### src/hdl/arb_pkg.sv
// ------------------------------------------------------------
// Arbitration subsystem shared sizes
// Requester count, priority levels and the widths derived
// from them, used by every block of the subsystem
// ------------------------------------------------------------

`default_nettype none

package arb_pkg;

  // ------------------------------------------------------------
  // Requesters and priorities
  // ------------------------------------------------------------

  // Number of requesters, one holding slot each
  localparam int num_req = 4;

  // Priority levels, 0 is the lowest and num_pri-1 the highest
  localparam int num_pri = 4;

  // ------------------------------------------------------------
  // Derived widths
  // ------------------------------------------------------------

  localparam int pri_w = $clog2(num_pri);
  localparam int data_w = 16;

  // Width of a requester index on the input and output ports
  localparam int idx_w = $clog2(num_req);

endpackage

`default_nettype wire
### src/hdl/req_if.sv
// ------------------------------------------------------------
// Slot request bundle
// Carries one slot's held command towards the arbiter and
// the grant strobe back to the slot
// ------------------------------------------------------------

`timescale 1ns/1ps
`default_nettype none

interface req_if;
  import arb_pkg::*;

  // High while the slot holds a command
  logic request;
  logic [pri_w-1:0] pri;
  logic [data_w-1:0] data;
  // One-cycle strobe, the slot empties at the next edge
  logic grant;

  // Slot side owns the command, drain side owns the grant
  modport slot (output request, output pri, output data, input grant);
  modport drain (input request, input pri, input data, output grant);

endinterface

`default_nettype wire

### src/hdl/arb_subsys.sv
// ------------------------------------------------------------
// Request arbitration subsystem top
// Dispatcher, one holding slot per requester and the
// arbitrated output port
// ------------------------------------------------------------

`timescale 1ns/1ps
`default_nettype none

module arb_subsys (
  input  logic                        clk,
  input  logic                        reset,
  input  logic                        in_valid,
  input  logic [arb_pkg::idx_w-1:0]   in_port,
  input  logic [arb_pkg::pri_w-1:0]   in_pri,
  input  logic [arb_pkg::data_w-1:0]  in_data,
  input  logic                        update_en,
  output logic                        in_reject,
  output logic [arb_pkg::num_req-1:0] slot_full,
  output logic                        out_valid,
  output logic [arb_pkg::idx_w-1:0]   out_port,
  output logic [arb_pkg::pri_w-1:0]   out_pri,
  output logic [arb_pkg::data_w-1:0]  out_data
);
  import arb_pkg::*;

  logic [num_req-1:0] wr_en;
  logic [pri_w-1:0] wr_pri;
  logic [data_w-1:0] wr_data;

  // One bundle per slot between the slots and the grant side
  req_if slot_if [num_req] ();

  req_dispatch req_dispatch_i (
    .clk       (clk),
    .reset     (reset),
    .in_valid  (in_valid),
    .in_port   (in_port),
    .in_pri    (in_pri),
    .in_data   (in_data),
    .slot_full (slot_full),
    .wr_en     (wr_en),
    .wr_pri    (wr_pri),
    .wr_data   (wr_data),
    .in_reject (in_reject)
  );

  for (genvar i = 0; i < num_req; i++) begin : gen_slot
    req_slot req_slot_i (
      .clk     (clk),
      .reset   (reset),
      .wr_en   (wr_en[i]),
      .wr_pri  (wr_pri),
      .wr_data (wr_data),
      .full    (slot_full[i]),
      .port    (slot_if[i])
    );
  end

  grant_mux grant_mux_i (
    .clk       (clk),
    .reset     (reset),
    .update_en (update_en),
    .slots     (slot_if),
    .out_valid (out_valid),
    .out_port  (out_port),
    .out_pri   (out_pri),
    .out_data  (out_data)
  );

endmodule

`default_nettype wire

### src/hdl/grant_mux.sv
// ------------------------------------------------------------
// Grant multiplexer
// Arbitrates between the slots, clears the winner and
// registers its command onto the output port
// ------------------------------------------------------------

`timescale 1ns/1ps
`default_nettype none

module grant_mux (
  input  logic                        clk,
  input  logic                        reset,
  input  logic                        update_en,
  req_if.drain                        slots [arb_pkg::num_req],
  output logic                        out_valid,
  output logic [arb_pkg::idx_w-1:0]   out_port,
  output logic [arb_pkg::pri_w-1:0]   out_pri,
  output logic [arb_pkg::data_w-1:0]  out_data
);
  import arb_pkg::*;

  logic [num_req-1:0] request;
  logic [num_req-1:0][pri_w-1:0] request_priority;
  logic [num_req-1:0][data_w-1:0] request_data;
  logic [num_req-1:0] grant;
  logic [idx_w-1:0] sel_idx;
  logic [pri_w-1:0] sel_pri;
  logic [data_w-1:0] sel_data;

  // Gather the slot bundles into vectors and hand back the grants
  for (genvar i = 0; i < num_req; i++) begin : gen_gather
    assign request[i]          = slots[i].request;
    assign request_priority[i] = slots[i].pri;
    assign request_data[i]     = slots[i].data;
    assign slots[i].grant      = grant[i];
  end

  arb_pri_rr arb_i (
    .clk              (clk),
    .reset            (reset),
    .update_en        (update_en),
    .request          (request),
    .request_priority (request_priority),
    .grant            (grant)
  );

  // Grant is one-hot, so the last match is the only match
  always_comb begin
    sel_idx  = '0;
    sel_pri  = '0;
    sel_data = '0;
    for (int i = 0; i < num_req; i++) begin
      if (grant[i]) begin
        sel_idx  = idx_w'(i);
        sel_pri  = request_priority[i];
        sel_data = request_data[i];
      end
    end
  end

  // ------------------------------------------------------------
  // Output register
  // ------------------------------------------------------------

  always_ff @(posedge clk) begin
    if (reset) begin
      out_valid <= 1'b0;
    end else begin
      out_valid <= |grant;
    end
  end

  always_ff @(posedge clk) begin
    if (|grant) begin
      out_port <= sel_idx;
      out_pri  <= sel_pri;
      out_data <= sel_data;
    end
  end

  // Back-to-back outputs need a held command in the first cycle
  out_needs_slot_a: assert property (@(posedge clk) disable iff (reset)
    (out_valid && !(|request)) |=> !out_valid);

endmodule

`default_nettype wire

### src/hdl/req_dispatch.sv
// ------------------------------------------------------------
// Command dispatcher
// Steers incoming commands to free slots and flags those
// that address an occupied slot
// ------------------------------------------------------------

`timescale 1ns/1ps
`default_nettype none

module req_dispatch (
  input  logic                        clk,
  input  logic                        reset,
  input  logic                        in_valid,
  input  logic [arb_pkg::idx_w-1:0]   in_port,
  input  logic [arb_pkg::pri_w-1:0]   in_pri,
  input  logic [arb_pkg::data_w-1:0]  in_data,
  input  logic [arb_pkg::num_req-1:0] slot_full,
  output logic [arb_pkg::num_req-1:0] wr_en,
  output logic [arb_pkg::pri_w-1:0]   wr_pri,
  output logic [arb_pkg::data_w-1:0]  wr_data,
  output logic                        in_reject
);
  import arb_pkg::*;

  // One strobe for the addressed slot, and only when it is empty.
  // A slot granted this cycle is still full here
  always_comb begin
    for (int i = 0; i < num_req; i++) begin
      wr_en[i] = in_valid && (in_port == idx_w'(i)) && !slot_full[i];
    end
  end

  // Every slot sees the same payload, the strobe picks the target
  assign wr_pri  = in_pri;
  assign wr_data = in_data;

  // Reject pulses in the cycle after the dropped command
  always_ff @(posedge clk) begin
    if (reset) begin
      in_reject <= 1'b0;
    end else begin
      in_reject <= in_valid && slot_full[in_port];
    end
  end

endmodule

`default_nettype wire

### src/hdl/req_slot.sv
// ------------------------------------------------------------
// Request holding slot
// Holds one command and its priority until the arbiter
// grants it
// ------------------------------------------------------------

`timescale 1ns/1ps
`default_nettype none

module req_slot (
  input  logic                        clk,
  input  logic                        reset,
  input  logic                        wr_en,
  input  logic [arb_pkg::pri_w-1:0]   wr_pri,
  input  logic [arb_pkg::data_w-1:0]  wr_data,
  output logic                        full,
  req_if.slot                         port
);
  import arb_pkg::*;

  logic valid;
  logic [pri_w-1:0] pri_q;
  logic [data_w-1:0] data_q;

  // A write only reaches an empty slot and a grant only a full one,
  // so the two never meet in the same cycle
  always_ff @(posedge clk) begin
    if (reset) begin
      valid <= 1'b0;
    end else if (wr_en) begin
      valid <= 1'b1;
    end else if (port.grant) begin
      valid <= 1'b0;
    end
  end

  // Payload follows the write strobe
  always_ff @(posedge clk) begin
    if (wr_en) begin
      pri_q  <= wr_pri;
      data_q <= wr_data;
    end
  end

  assign full         = valid;
  assign port.request = valid;
  assign port.pri     = pri_q;
  assign port.data    = data_q;

  // The dispatcher must reject commands aimed at an occupied slot
  no_overwrite_a: assert property (@(posedge clk) disable iff (reset)
    wr_en |-> !valid);

endmodule

`default_nettype wire

### src/hdl/arb_pri_rr.sv
// ------------------------------------------------------------
// Prioritized round-robin arbiter
// Grants one request per cycle with zero latency. The highest
// priority wins and round-robin state breaks ties
// ------------------------------------------------------------

`timescale 1ns/1ps
`default_nettype none

module arb_pri_rr (
  input  logic                                             clk,
  input  logic                                             reset,
  input  logic                                             update_en,
  input  logic [arb_pkg::num_req-1:0]                      request,
  input  logic [arb_pkg::num_req-1:0][arb_pkg::pri_w-1:0]  request_priority,
  output logic [arb_pkg::num_req-1:0]                      grant
);
  import arb_pkg::*;

  localparam int flat_w = (num_pri + 1) * num_req;

  logic update;
  logic [num_req-1:0] priority_mask;
  logic [num_pri:0][num_req-1:0] request_unrolled;
  logic [flat_w-1:0] request_flat;
  logic [flat_w-1:0] any_higher;
  logic [num_pri:0][num_req-1:0] grant_unrolled;

  // ------------------------------------------------------------
  // Round-robin state
  // ------------------------------------------------------------

  // The pointer only moves when a grant is actually made
  assign update = update_en && |request;

  rr_state rr_state_i (
    .clk           (clk),
    .reset         (reset),
    .update        (update),
    .grant         (grant),
    .priority_mask (priority_mask)
  );

  // ------------------------------------------------------------
  // Unroll priorities into thermometer levels
  // ------------------------------------------------------------

  // Level p holds requests with priority at least num_pri-1-p that are
  // not masked, plus masked requests one priority step higher.
  // Level 0 is the most urgent, the last level is every request
  always_comb begin
    for (int p = 0; p < num_pri; p++) begin
      for (int i = 0; i < num_req; i++) begin
        request_unrolled[p][i] = request[i] && (
          ((int'(request_priority[i]) >= num_pri - 1 - p) && !priority_mask[i]) ||
          ((p > 0) && (int'(request_priority[i]) >= num_pri - p) && priority_mask[i]));
      end
    end
    request_unrolled[num_pri] = request;
  end

  // ------------------------------------------------------------
  // Flattened fixed-priority search
  // ------------------------------------------------------------

  assign request_flat = request_unrolled;

  // Bit 0 of the flat vector has the highest priority
  always_comb begin
    any_higher[0] = 1'b0;
    for (int i = 1; i < flat_w; i++) begin
      any_higher[i] = any_higher[i-1] | request_flat[i-1];
    end
  end

  assign grant_unrolled = request_flat & ~any_higher;

  // At most one level bit survives, so the OR is still one-hot
  always_comb begin
    grant = '0;
    for (int p = 0; p <= num_pri; p++) begin
      grant |= grant_unrolled[p];
    end
  end

  // ------------------------------------------------------------
  // Checks
  // ------------------------------------------------------------

  grant_onehot_a: assert property (@(posedge clk) disable iff (reset)
    $onehot0(grant));
  always_grant_a: assert property (@(posedge clk) disable iff (reset)
    |request |-> |grant);
  grant_in_request_a: assert property (@(posedge clk) disable iff (reset)
    (grant & ~request) == '0);

endmodule

`default_nettype wire

### src/hdl/rr_state.sv
// ------------------------------------------------------------
// Round-robin state
// Remembers the last granted index and presents it as a
// thermometer mask of lower round-robin priority
// ------------------------------------------------------------

`timescale 1ns/1ps
`default_nettype none

module rr_state (
  input  logic                         clk,
  input  logic                         reset,
  input  logic                         update,
  input  logic [arb_pkg::num_req-1:0]  grant,
  output logic [arb_pkg::num_req-1:0]  priority_mask
);
  import arb_pkg::*;

  logic have_grant;
  logic [idx_w-1:0] last_idx;
  logic [idx_w-1:0] grant_idx;

  // Encode the one-hot grant into an index
  always_comb begin
    grant_idx = '0;
    for (int i = 0; i < num_req; i++) begin
      if (grant[i]) grant_idx = idx_w'(i);
    end
  end

  // Until the first grant nothing is masked, so index 0 goes first
  always_ff @(posedge clk) begin
    if (reset) begin
      have_grant <= 1'b0;
      last_idx   <= '0;
    end else if (update) begin
      have_grant <= 1'b1;
      last_idx   <= grant_idx;
    end
  end

  // Indices up to and including the last grant drop behind the others
  always_comb begin
    for (int i = 0; i < num_req; i++) begin
      priority_mask[i] = have_grant && (idx_w'(i) <= last_idx);
    end
  end

  // The encoder above only holds for a single grant bit
  update_onehot_a: assert property (@(posedge clk) disable iff (reset)
    update |-> $onehot0(grant));

endmodule

`default_nettype wire

### config.mk
export PLATFORM = sky130hd
export DESIGN_NAME = arb_subsys
export DESIGN_NICKNAME = d
export VERILOG_FILES = /design/src/hdl/arb_pkg.sv /design/src/hdl/req_if.sv /design/src/hdl/arb_subsys.sv /design/src/hdl/grant_mux.sv /design/src/hdl/req_dispatch.sv /design/src/hdl/req_slot.sv /design/src/hdl/arb_pri_rr.sv /design/src/hdl/rr_state.sv
export SDC_FILE = /design/constraint.sdc
export NUM_CORES = 1
export LEC_CHECK = 0
export ABC_AREA = 1
export BUFFER_PORTS_ARGS = -buffer_cell sky130_fd_sc_hd__buf_4
export CAP_MARGIN = 0
export CORE_UTILIZATION = 35
export CTS_CLUSTER_DIAMETER = 40
export DETAILED_ROUTE_END_ITERATION = 7
export GPL_ROUTABILITY_DRIVEN = 0
export PLACE_DENSITY = 0.63
export SLEW_MARGIN = 20
export SYNTH_ARGS = -nofsm -noshare
export SYNTH_HDL_FRONTEND = slang
export SYNTH_SLANG_ARGS = --single-unit
### constraint.sdc
create_clock -name clk -period 4.69 [get_ports clk]
set_input_delay 0.2345 -clock clk [delete_from_list [all_inputs] [get_ports clk]]
set_output_delay 0.2345 -clock clk [all_outputs]
set_load 0.02 [all_outputs]
# Word-level counts from Yosys, hierarchy flattened
# Cells that the tools add are included.
[classes]
n_reduce_logical = 81
magnitude_cmp = 17
n_mux = 21
eq_ne = 3
bitwise = 24
[op_table]
columns = ["op", "n"]
rows = [
  ["$mux W16", 4],
  ["$logic_and A1 B1 Y1", 54],
  ["$and A20 B20 Y20", 1],
  ["$not A20 Y20", 1],
  ["$or A1 B1 Y1", 18],
  ["$ge A2 B2 Y1 const B", 8],
  ["$or A4 B4 Y4", 4],
  ["$logic_or A1 B1 Y1", 12],
  ["$mux W2", 6],
  ["$mux W1", 10],
  ["$ge A2 B1 Y1 const B", 4],
  ["$logic_not A1 Y1", 8],
  ["$reduce_bool A2 Y1", 4],
  ["$reduce_or A4 Y1", 2],
  ["$eq A2 B2 Y1 const B", 2],
  ["$le A1 B2 Y1 const A", 2],
  ["$le A2 B2 Y1 const A", 2],
  ["$lt A2 B3 Y1 const B", 1],
  ["$bmux W1 S2", 1],
  ["$eq A2 B1 Y1 const B", 1],
  ["$logic_not A2 Y1", 1],
]
[totals]
regBits = 101
wordCells = 165
input_bits = 24

# Longest topological paths before layout
[depth]
ltp_word = 33
depth_mapped = 19

# Hierarchy
# Synthesis repeated with hierarchy kept, for this count alone.
[hier_totals]
cells_unflattened = 429
area_unflattened_um2 = 4715.8
[by_module_without_submodules]
columns = ["mod", "cells_each", "seq_area_each_um2", "n_inst", "area_per_inst_um2"]
rows = [
  ["req_slot", 24, 560.5, 4, 588.1],
  ["grant_mux", 186, 620.6, 1, 1468.9],
  ["arb_pri_rr", 88, 0.0, 1, 498.0],
  ["req_dispatch", 36, 20.0, 1, 254.0],
  ["rr_state", 23, 60.1, 1, 142.6],
]

# Least setup slack after synthesis
# No wires, ideal clock.
[synth_path]
path_kind = "flip-flop to flip-flop"
from = "register gen_slot[0].req_slot_i.valid"
to = "register gen_slot[0].req_slot_i.data_q[0] (enable)"
period_less_slack_ns = 2.809
stages_incl_launch_ff = 3
path_buffers = 1
path_slack_ns = 1.881
required_time_ns = 4.246
t_arrival_ns = 2.365
cell_sequence = "dfxtp_1 > buf_6 > nor4_1"
[synth_via]
elab_chain_len = 2
[synth_rtl]
columns = ["item", "line", "text"]
rows = [
  ["start: declaration", "req_slot.sv:21", "logic valid;"],
  ["start signal: assignment", "req_slot.sv:29", "valid <= 1'b0;"],
  ["start signal: assignment", "req_slot.sv:31", "valid <= 1'b1;"],
  ["start signal: assignment", "req_slot.sv:33", "valid <= 1'b0;"],
  ["$logic_not A1 Y1", "req_dispatch.sv:29", "wr_en[i] = in_valid && (in_port == idx_w'(i)) && !slot_full[i];"],
  ["$logic_and A1 B1 Y1", "req_dispatch.sv:29", ""],
  ["via gen_slot[0].req_slot_i.wr_en", "req_slot.sv:13", "input logic wr_en,"],
  ["end signal: assignment", "req_slot.sv:41", "data_q <= wr_data;"],
  ["end: declaration", "req_slot.sv:23", "logic [data_w-1:0] data_q;"],
]
# The timed path passes the listed nets, and every way through them passes these cells.
# A chain may end at the register's enable or synchronous reset.

# Worst setup path in the final report
[layout_path]
from = "register gen_slot[0].req_slot_i.valid"
to = "register grant_mux_i.out_pri[1] (netlist name), data pin"
[layout_via]
elab_chain_len = 23
elab_cells_between_ends = 32
cone_classes = "4 x mux; 24 x bitwise; 4 x reduce/logical"
[layout_rtl]
columns = ["item", "line", "text"]
rows = [
  ["$logic_and A1 B1 Y1", "arb_pri_rr.sv:54", "request_unrolled[p][i] = request[i] && ("],
  ["$or A1 B1 Y1 (15 in a row)", "arb_pri_rr.sv:72", "any_higher[i] = any_higher[i-1] | request_flat[i-1];"],
  ["$not A20 Y20 or $or A1 B1 Y1 (tied branches)", "arb_pri_rr.sv:76, arb_pri_rr.sv:72", ""],
  ["$and A20 B20 Y20 (*)", "arb_pri_rr.sv:76", "assign grant_unrolled = request_flat & ~any_higher;"],
  ["$or A4 B4 Y4 (*)", "arb_pri_rr.sv:82", "grant |= grant_unrolled[p];"],
  ["$mux W2 (tied with other cells) (2 in a row)", "grant_mux.sv:53", "if (grant[i]) begin"],
  ["$mux W2 or $or A4 B4 Y4 (tied branches)", "grant_mux.sv:53, arb_pri_rr.sv:82", ""],
  ["$mux W2 (*)", "grant_mux.sv:53", ""],
  ["via grant_mux_i.sel_pri[1]", "grant_mux.sv:27", "logic [pri_w-1:0] sel_pri;"],
  ["end signal: assignment", "grant_mux.sv:76", "out_pri <= sel_pri;"],
  ["end: declaration", "grant_mux.sv:17", "output logic [arb_pkg::pri_w-1:0] out_pri,"],
]
# The timed path passes the listed nets; every way through them passes the cells marked *.

==> impl_metrics.csv <==
group,metric,value,unit
outcome,status,"finished with violations",
outcome,violations,"design-rule violations",
cts,numCtsBuffers,9,
sta,fmax,0.3829,GHz
sta,tightestPinTransition,0.8954,ns
power_and_ir_drop,p_leak,1.885,nW
global_route,grt_first_pass_wirelength,13.24,mm
worst_setup_path,critPathArrivalTime,2.81,ns
worst_setup_path,cp_cell_sequence,"nand2_4 -> inv_2 -> nand3_2 -> nand3_2 -> nor2_4 -> nand4_1 -> nor2_2 -> nand4_2 -> nor2_4 -> nand4_2 -> nor2_4 -> nand3_2 -> nand2_2 -> nand2_1 -> nand4_1",
sta,fin_setup_tns,0,ns
floorplanning,die_x,111.0,µm
floorplanning,io_pins,50,
logic_synthesis,synth.area.mux_share,0,%
final_layout,mostFrequentLayoutCells,"nand2_1 (97), edfxtp_1 (92), buf_4 (53), inv_1 (26), nand4_1 (21)",
logic_synthesis,synthDistinctLibCells,32,
worst_setup_path,cp-start-kind,"flop",
global_route,overflow,0,
logic_synthesis,syn_area,4156,µm²
worst_setup_path,path_buf_inv,1,
sta,finalSetupViolations,0,
floorplanning,fp-row-count,39,
final_layout,antenna_cells,0,
place,port_buffers,49,
floorplanning,initial_utilization,36.09,%
floorplanning,die_h,111.0,µm
global_route,antenna_found_initial,0,
cts,clock_path_buffers,2,
routing,vias,2517,
sta,clock-skew-final,0.01021,ns
worst_setup_path,crit_type,"flop to flop",
power_and_ir_drop,clkPwrFrac,33.3,%
logic_synthesis,yosys_warnings,0,
power_and_ir_drop,switchingPower,0.5747,mW
logic_synthesis,synth_simple_gate_area_share,21.07,%
cts,hold_buffers,0,
routing,drt_first_pass_iters,6,
logic_synthesis,synthCells,342,
final_layout,utilization,42.84,%
worst_setup_path,worst_setup_path_end_kind,"flop",
logic_synthesis,ys_ff_latch,101,
cts,path_clk_slew,0.07,ns
logic_synthesis,synth_top_family_by_area,"simple AND/OR/NAND/NOR gates",
logic_synthesis,yosys.area_share.adder,0,%
sta,holdWs,0.09333,ns
sta,rsz0062_at_grt,"no",
worst_setup_path,cp_data_required_time,4.89,ns
power_and_ir_drop,sequentialPowerShare,51.4,%
logic_synthesis,syn_avg_cell_area,12.15,µm²
cts,clock_tree.root_cell,"clkbuf_16",
global_route,grt_max_degree,22,
worst_setup_path,cpPeakStageDelay,0.45,ns
cts,tritoncts,"built",
final_layout,area_growth,18.69,%
power_and_ir_drop,ir_drop,167.2,µV
routing,wl_per_cell,15.06,µm
cts,post_cts_buffers,0,
sta,slew_headroom,40.24,%
flow_run,maxCapViolCount,0,
cts,h-tree-depth,3,
sta,report.final.slew_viol_count,0,
logic_synthesis,synth_compound_area_share,2.769,%
floorplanning,core_area,11520,µm²
routing,initialDrtViolationCount,139,
hold_path,hp-start,"in_data[10]",
power_and_ir_drop,pwr-share-comb,15.2,%
worst_setup_path,crit_fanout,20,
place,dp.final_hpwl,5.200,mm
final_layout,nets,417,
final_layout,final_cells,541,
global_route,grt_pass1_vias,2534,
worst_setup_path,worstSetupStartpoint,"gen_slot[0].req_slot_i.full$_SDFFE_PP0P_",
hold_path,hold_class,"primary input to flop",
power_and_ir_drop,sw_frac_of_total,27.09,%
worst_setup_path,crit_family,"simple AND/OR/NAND/NOR gates",
place,placed_cells,525,
routing,antenna_left,0,
logic_synthesis,synth_fp_nets,366,
sta,finalHoldViolations,0,
place,dpl-instance-area,4643,µm²
final_layout,mostFrequentLayoutCell,"nand2_1",
routing,avgViaCountPerCell,4.652,
cts,clock_sinks,101,
routing,finalWirelength,8.150,mm
power_and_ir_drop,internal_power,1.547,mW
routing,drc_errors,10,
worst_setup_path,rr_startpoint,"gen_slot[0].req_slot_i.full$_SDFFE_PP0P_",
global_route,grtUsageTotal,14.25,%
logic_synthesis,seq_area_frac_synth,70.80,%
final_layout,layout-drive-gt1-share,24.62,%
power_and_ir_drop,p_per_area,430.0,nW/µm²
final_layout,design_area,4933,µm²
sta,period_minus_slack,2.611,ns
worst_setup_path,worst_path_max_delay_cell,"dfxtp_1",
logic_synthesis,synth-xor-area-share,0,%
cts,insertion_delay,0.33,ns
sta,period_share,55.68,%
cts,cts_resized,0,
floorplanning,die_area,12320,µm²
layout make-up:
type | count | area (µm²)
repair buffers | 53 | 397.9
clock buffers | 9 | 225.2
inverters | 31 | 116.4
flip-flops and latches | 101 | 2943
clock inverters | 7 | 65.06
fillers | 1076 | 6583
well taps | 143 | 178.9
multi-input cells | 197 | 1007
flip-flops by register name (all words and copies together), names as in the netlist:
register,count
gen_slot.req_slot_i.full,4
req_dispatch_i.in_reject,1
grant_mux_i.out_valid,1
grant_mux_i.out_data,16
gen_slot.req_slot_i.port.pri,8
gen_slot.req_slot_i.port.data,64
grant_mux_i.arb_i.rr_state_i.have_grant,1
grant_mux_i.out_pri,2
grant_mux_i.arb_i.rr_state_i.last_idx,2
grant_mux_i.out_port,2
power by group through the flow:
stage                     clock (mW)  combinational [mW]  sequential (mW)
final                          0.707               0.323             1.09
after detailed placement           0               0.330             1.11
after CTS                      0.720               0.329             1.09
after global placement             0               0.325             1.11
after global routing           0.765               0.358             1.10
after floorplan                    0               0.172             1.15
Yosys cell counts, drive strengths merged:
cell / count / area share (%)
a31oi: 2 / 0.30
o211ai: 1 / 0.18
o21ai: 5 / 0.60
a21o: 1 / 0.18
edfxtp: 92 / 66
a21oi: 6 / 0.81
nand3b: 2 / 0.36
o21bai: 1 / 0.18
buf: 13 / 2.6
dfxtp: 9 / 4.3
nor4: 1 / 0.15
a221oi: 1 / 0.21
nand4: 23 / 3.8
nand3: 18 / 2.9
o22ai: 2 / 0.30
nand2: 105 / 10
nor2: 23 / 2.7
nor3: 4 / 0.48
or2: 2 / 0.30
inv: 31 / 2.8
routing by layer:
metal,GRT usage (%),vias to the layer above,share of wire [%]
met5,0,-,0
met4,3.744,0,1.0
met3,3.827,8,4.8
met2,23.14,50,48
met1,18.86,1172,46
li1,-,1287,-
path summary, 6_finish.rpt:
path                                                                       end  slack (ns)  depth (start not counted)
worst min-delay path            gen_slot[1].req_slot_i.port.data[10]$_DFFE_PP_        0.09                          1
worst min register to register              grant_mux_i.out_data[11]$_DFFE_PP_        0.53                          2
worst max-delay path                          grant_mux_i.out_pri[1]$_DFFE_PP_        2.08                         15
worst max register to register                grant_mux_i.out_pri[1]$_DFFE_PP_        2.08                         15
cells by family (layout without fill, tap and decap cells):
| kind of cell | count (synthesis) | after routing |
|---|---|---|
| and+or+nand+nor | 178 | 178 |
| AOI/OAI and AO/OA | 19 | 19 |
| DFF | 101 | 101 |
| buffers and inverters | 44 | 100 |
metrics by stage:
step / setup WS, ns / total power, mW
after floorplan: 1.881 / 1.318
after global placement: 2.117 / 1.436
after detailed placement: 2.057 / 1.441
after CTS: 2.039 / 2.142
after global routing: 1.809 / 2.220
final: 2.079 / 2.122
worst reg2reg max path, cell delays in order, from the launching register on:
cell     delay [ns]
dfxtp_1        0.45
nand2_4        0.12
inv_2          0.05
nand3_2        0.09
nand3_2        0.12
nor2_4         0.12
nand4_1        0.10
nor2_2         0.15
nand4_2        0.12
nor2_4         0.15
nand4_2        0.13
nor2_4         0.19
nand3_2        0.10
nand2_2        0.36
nand2_1        0.13
nand4_1        0.12
Power figures use the tool's default switching activity.
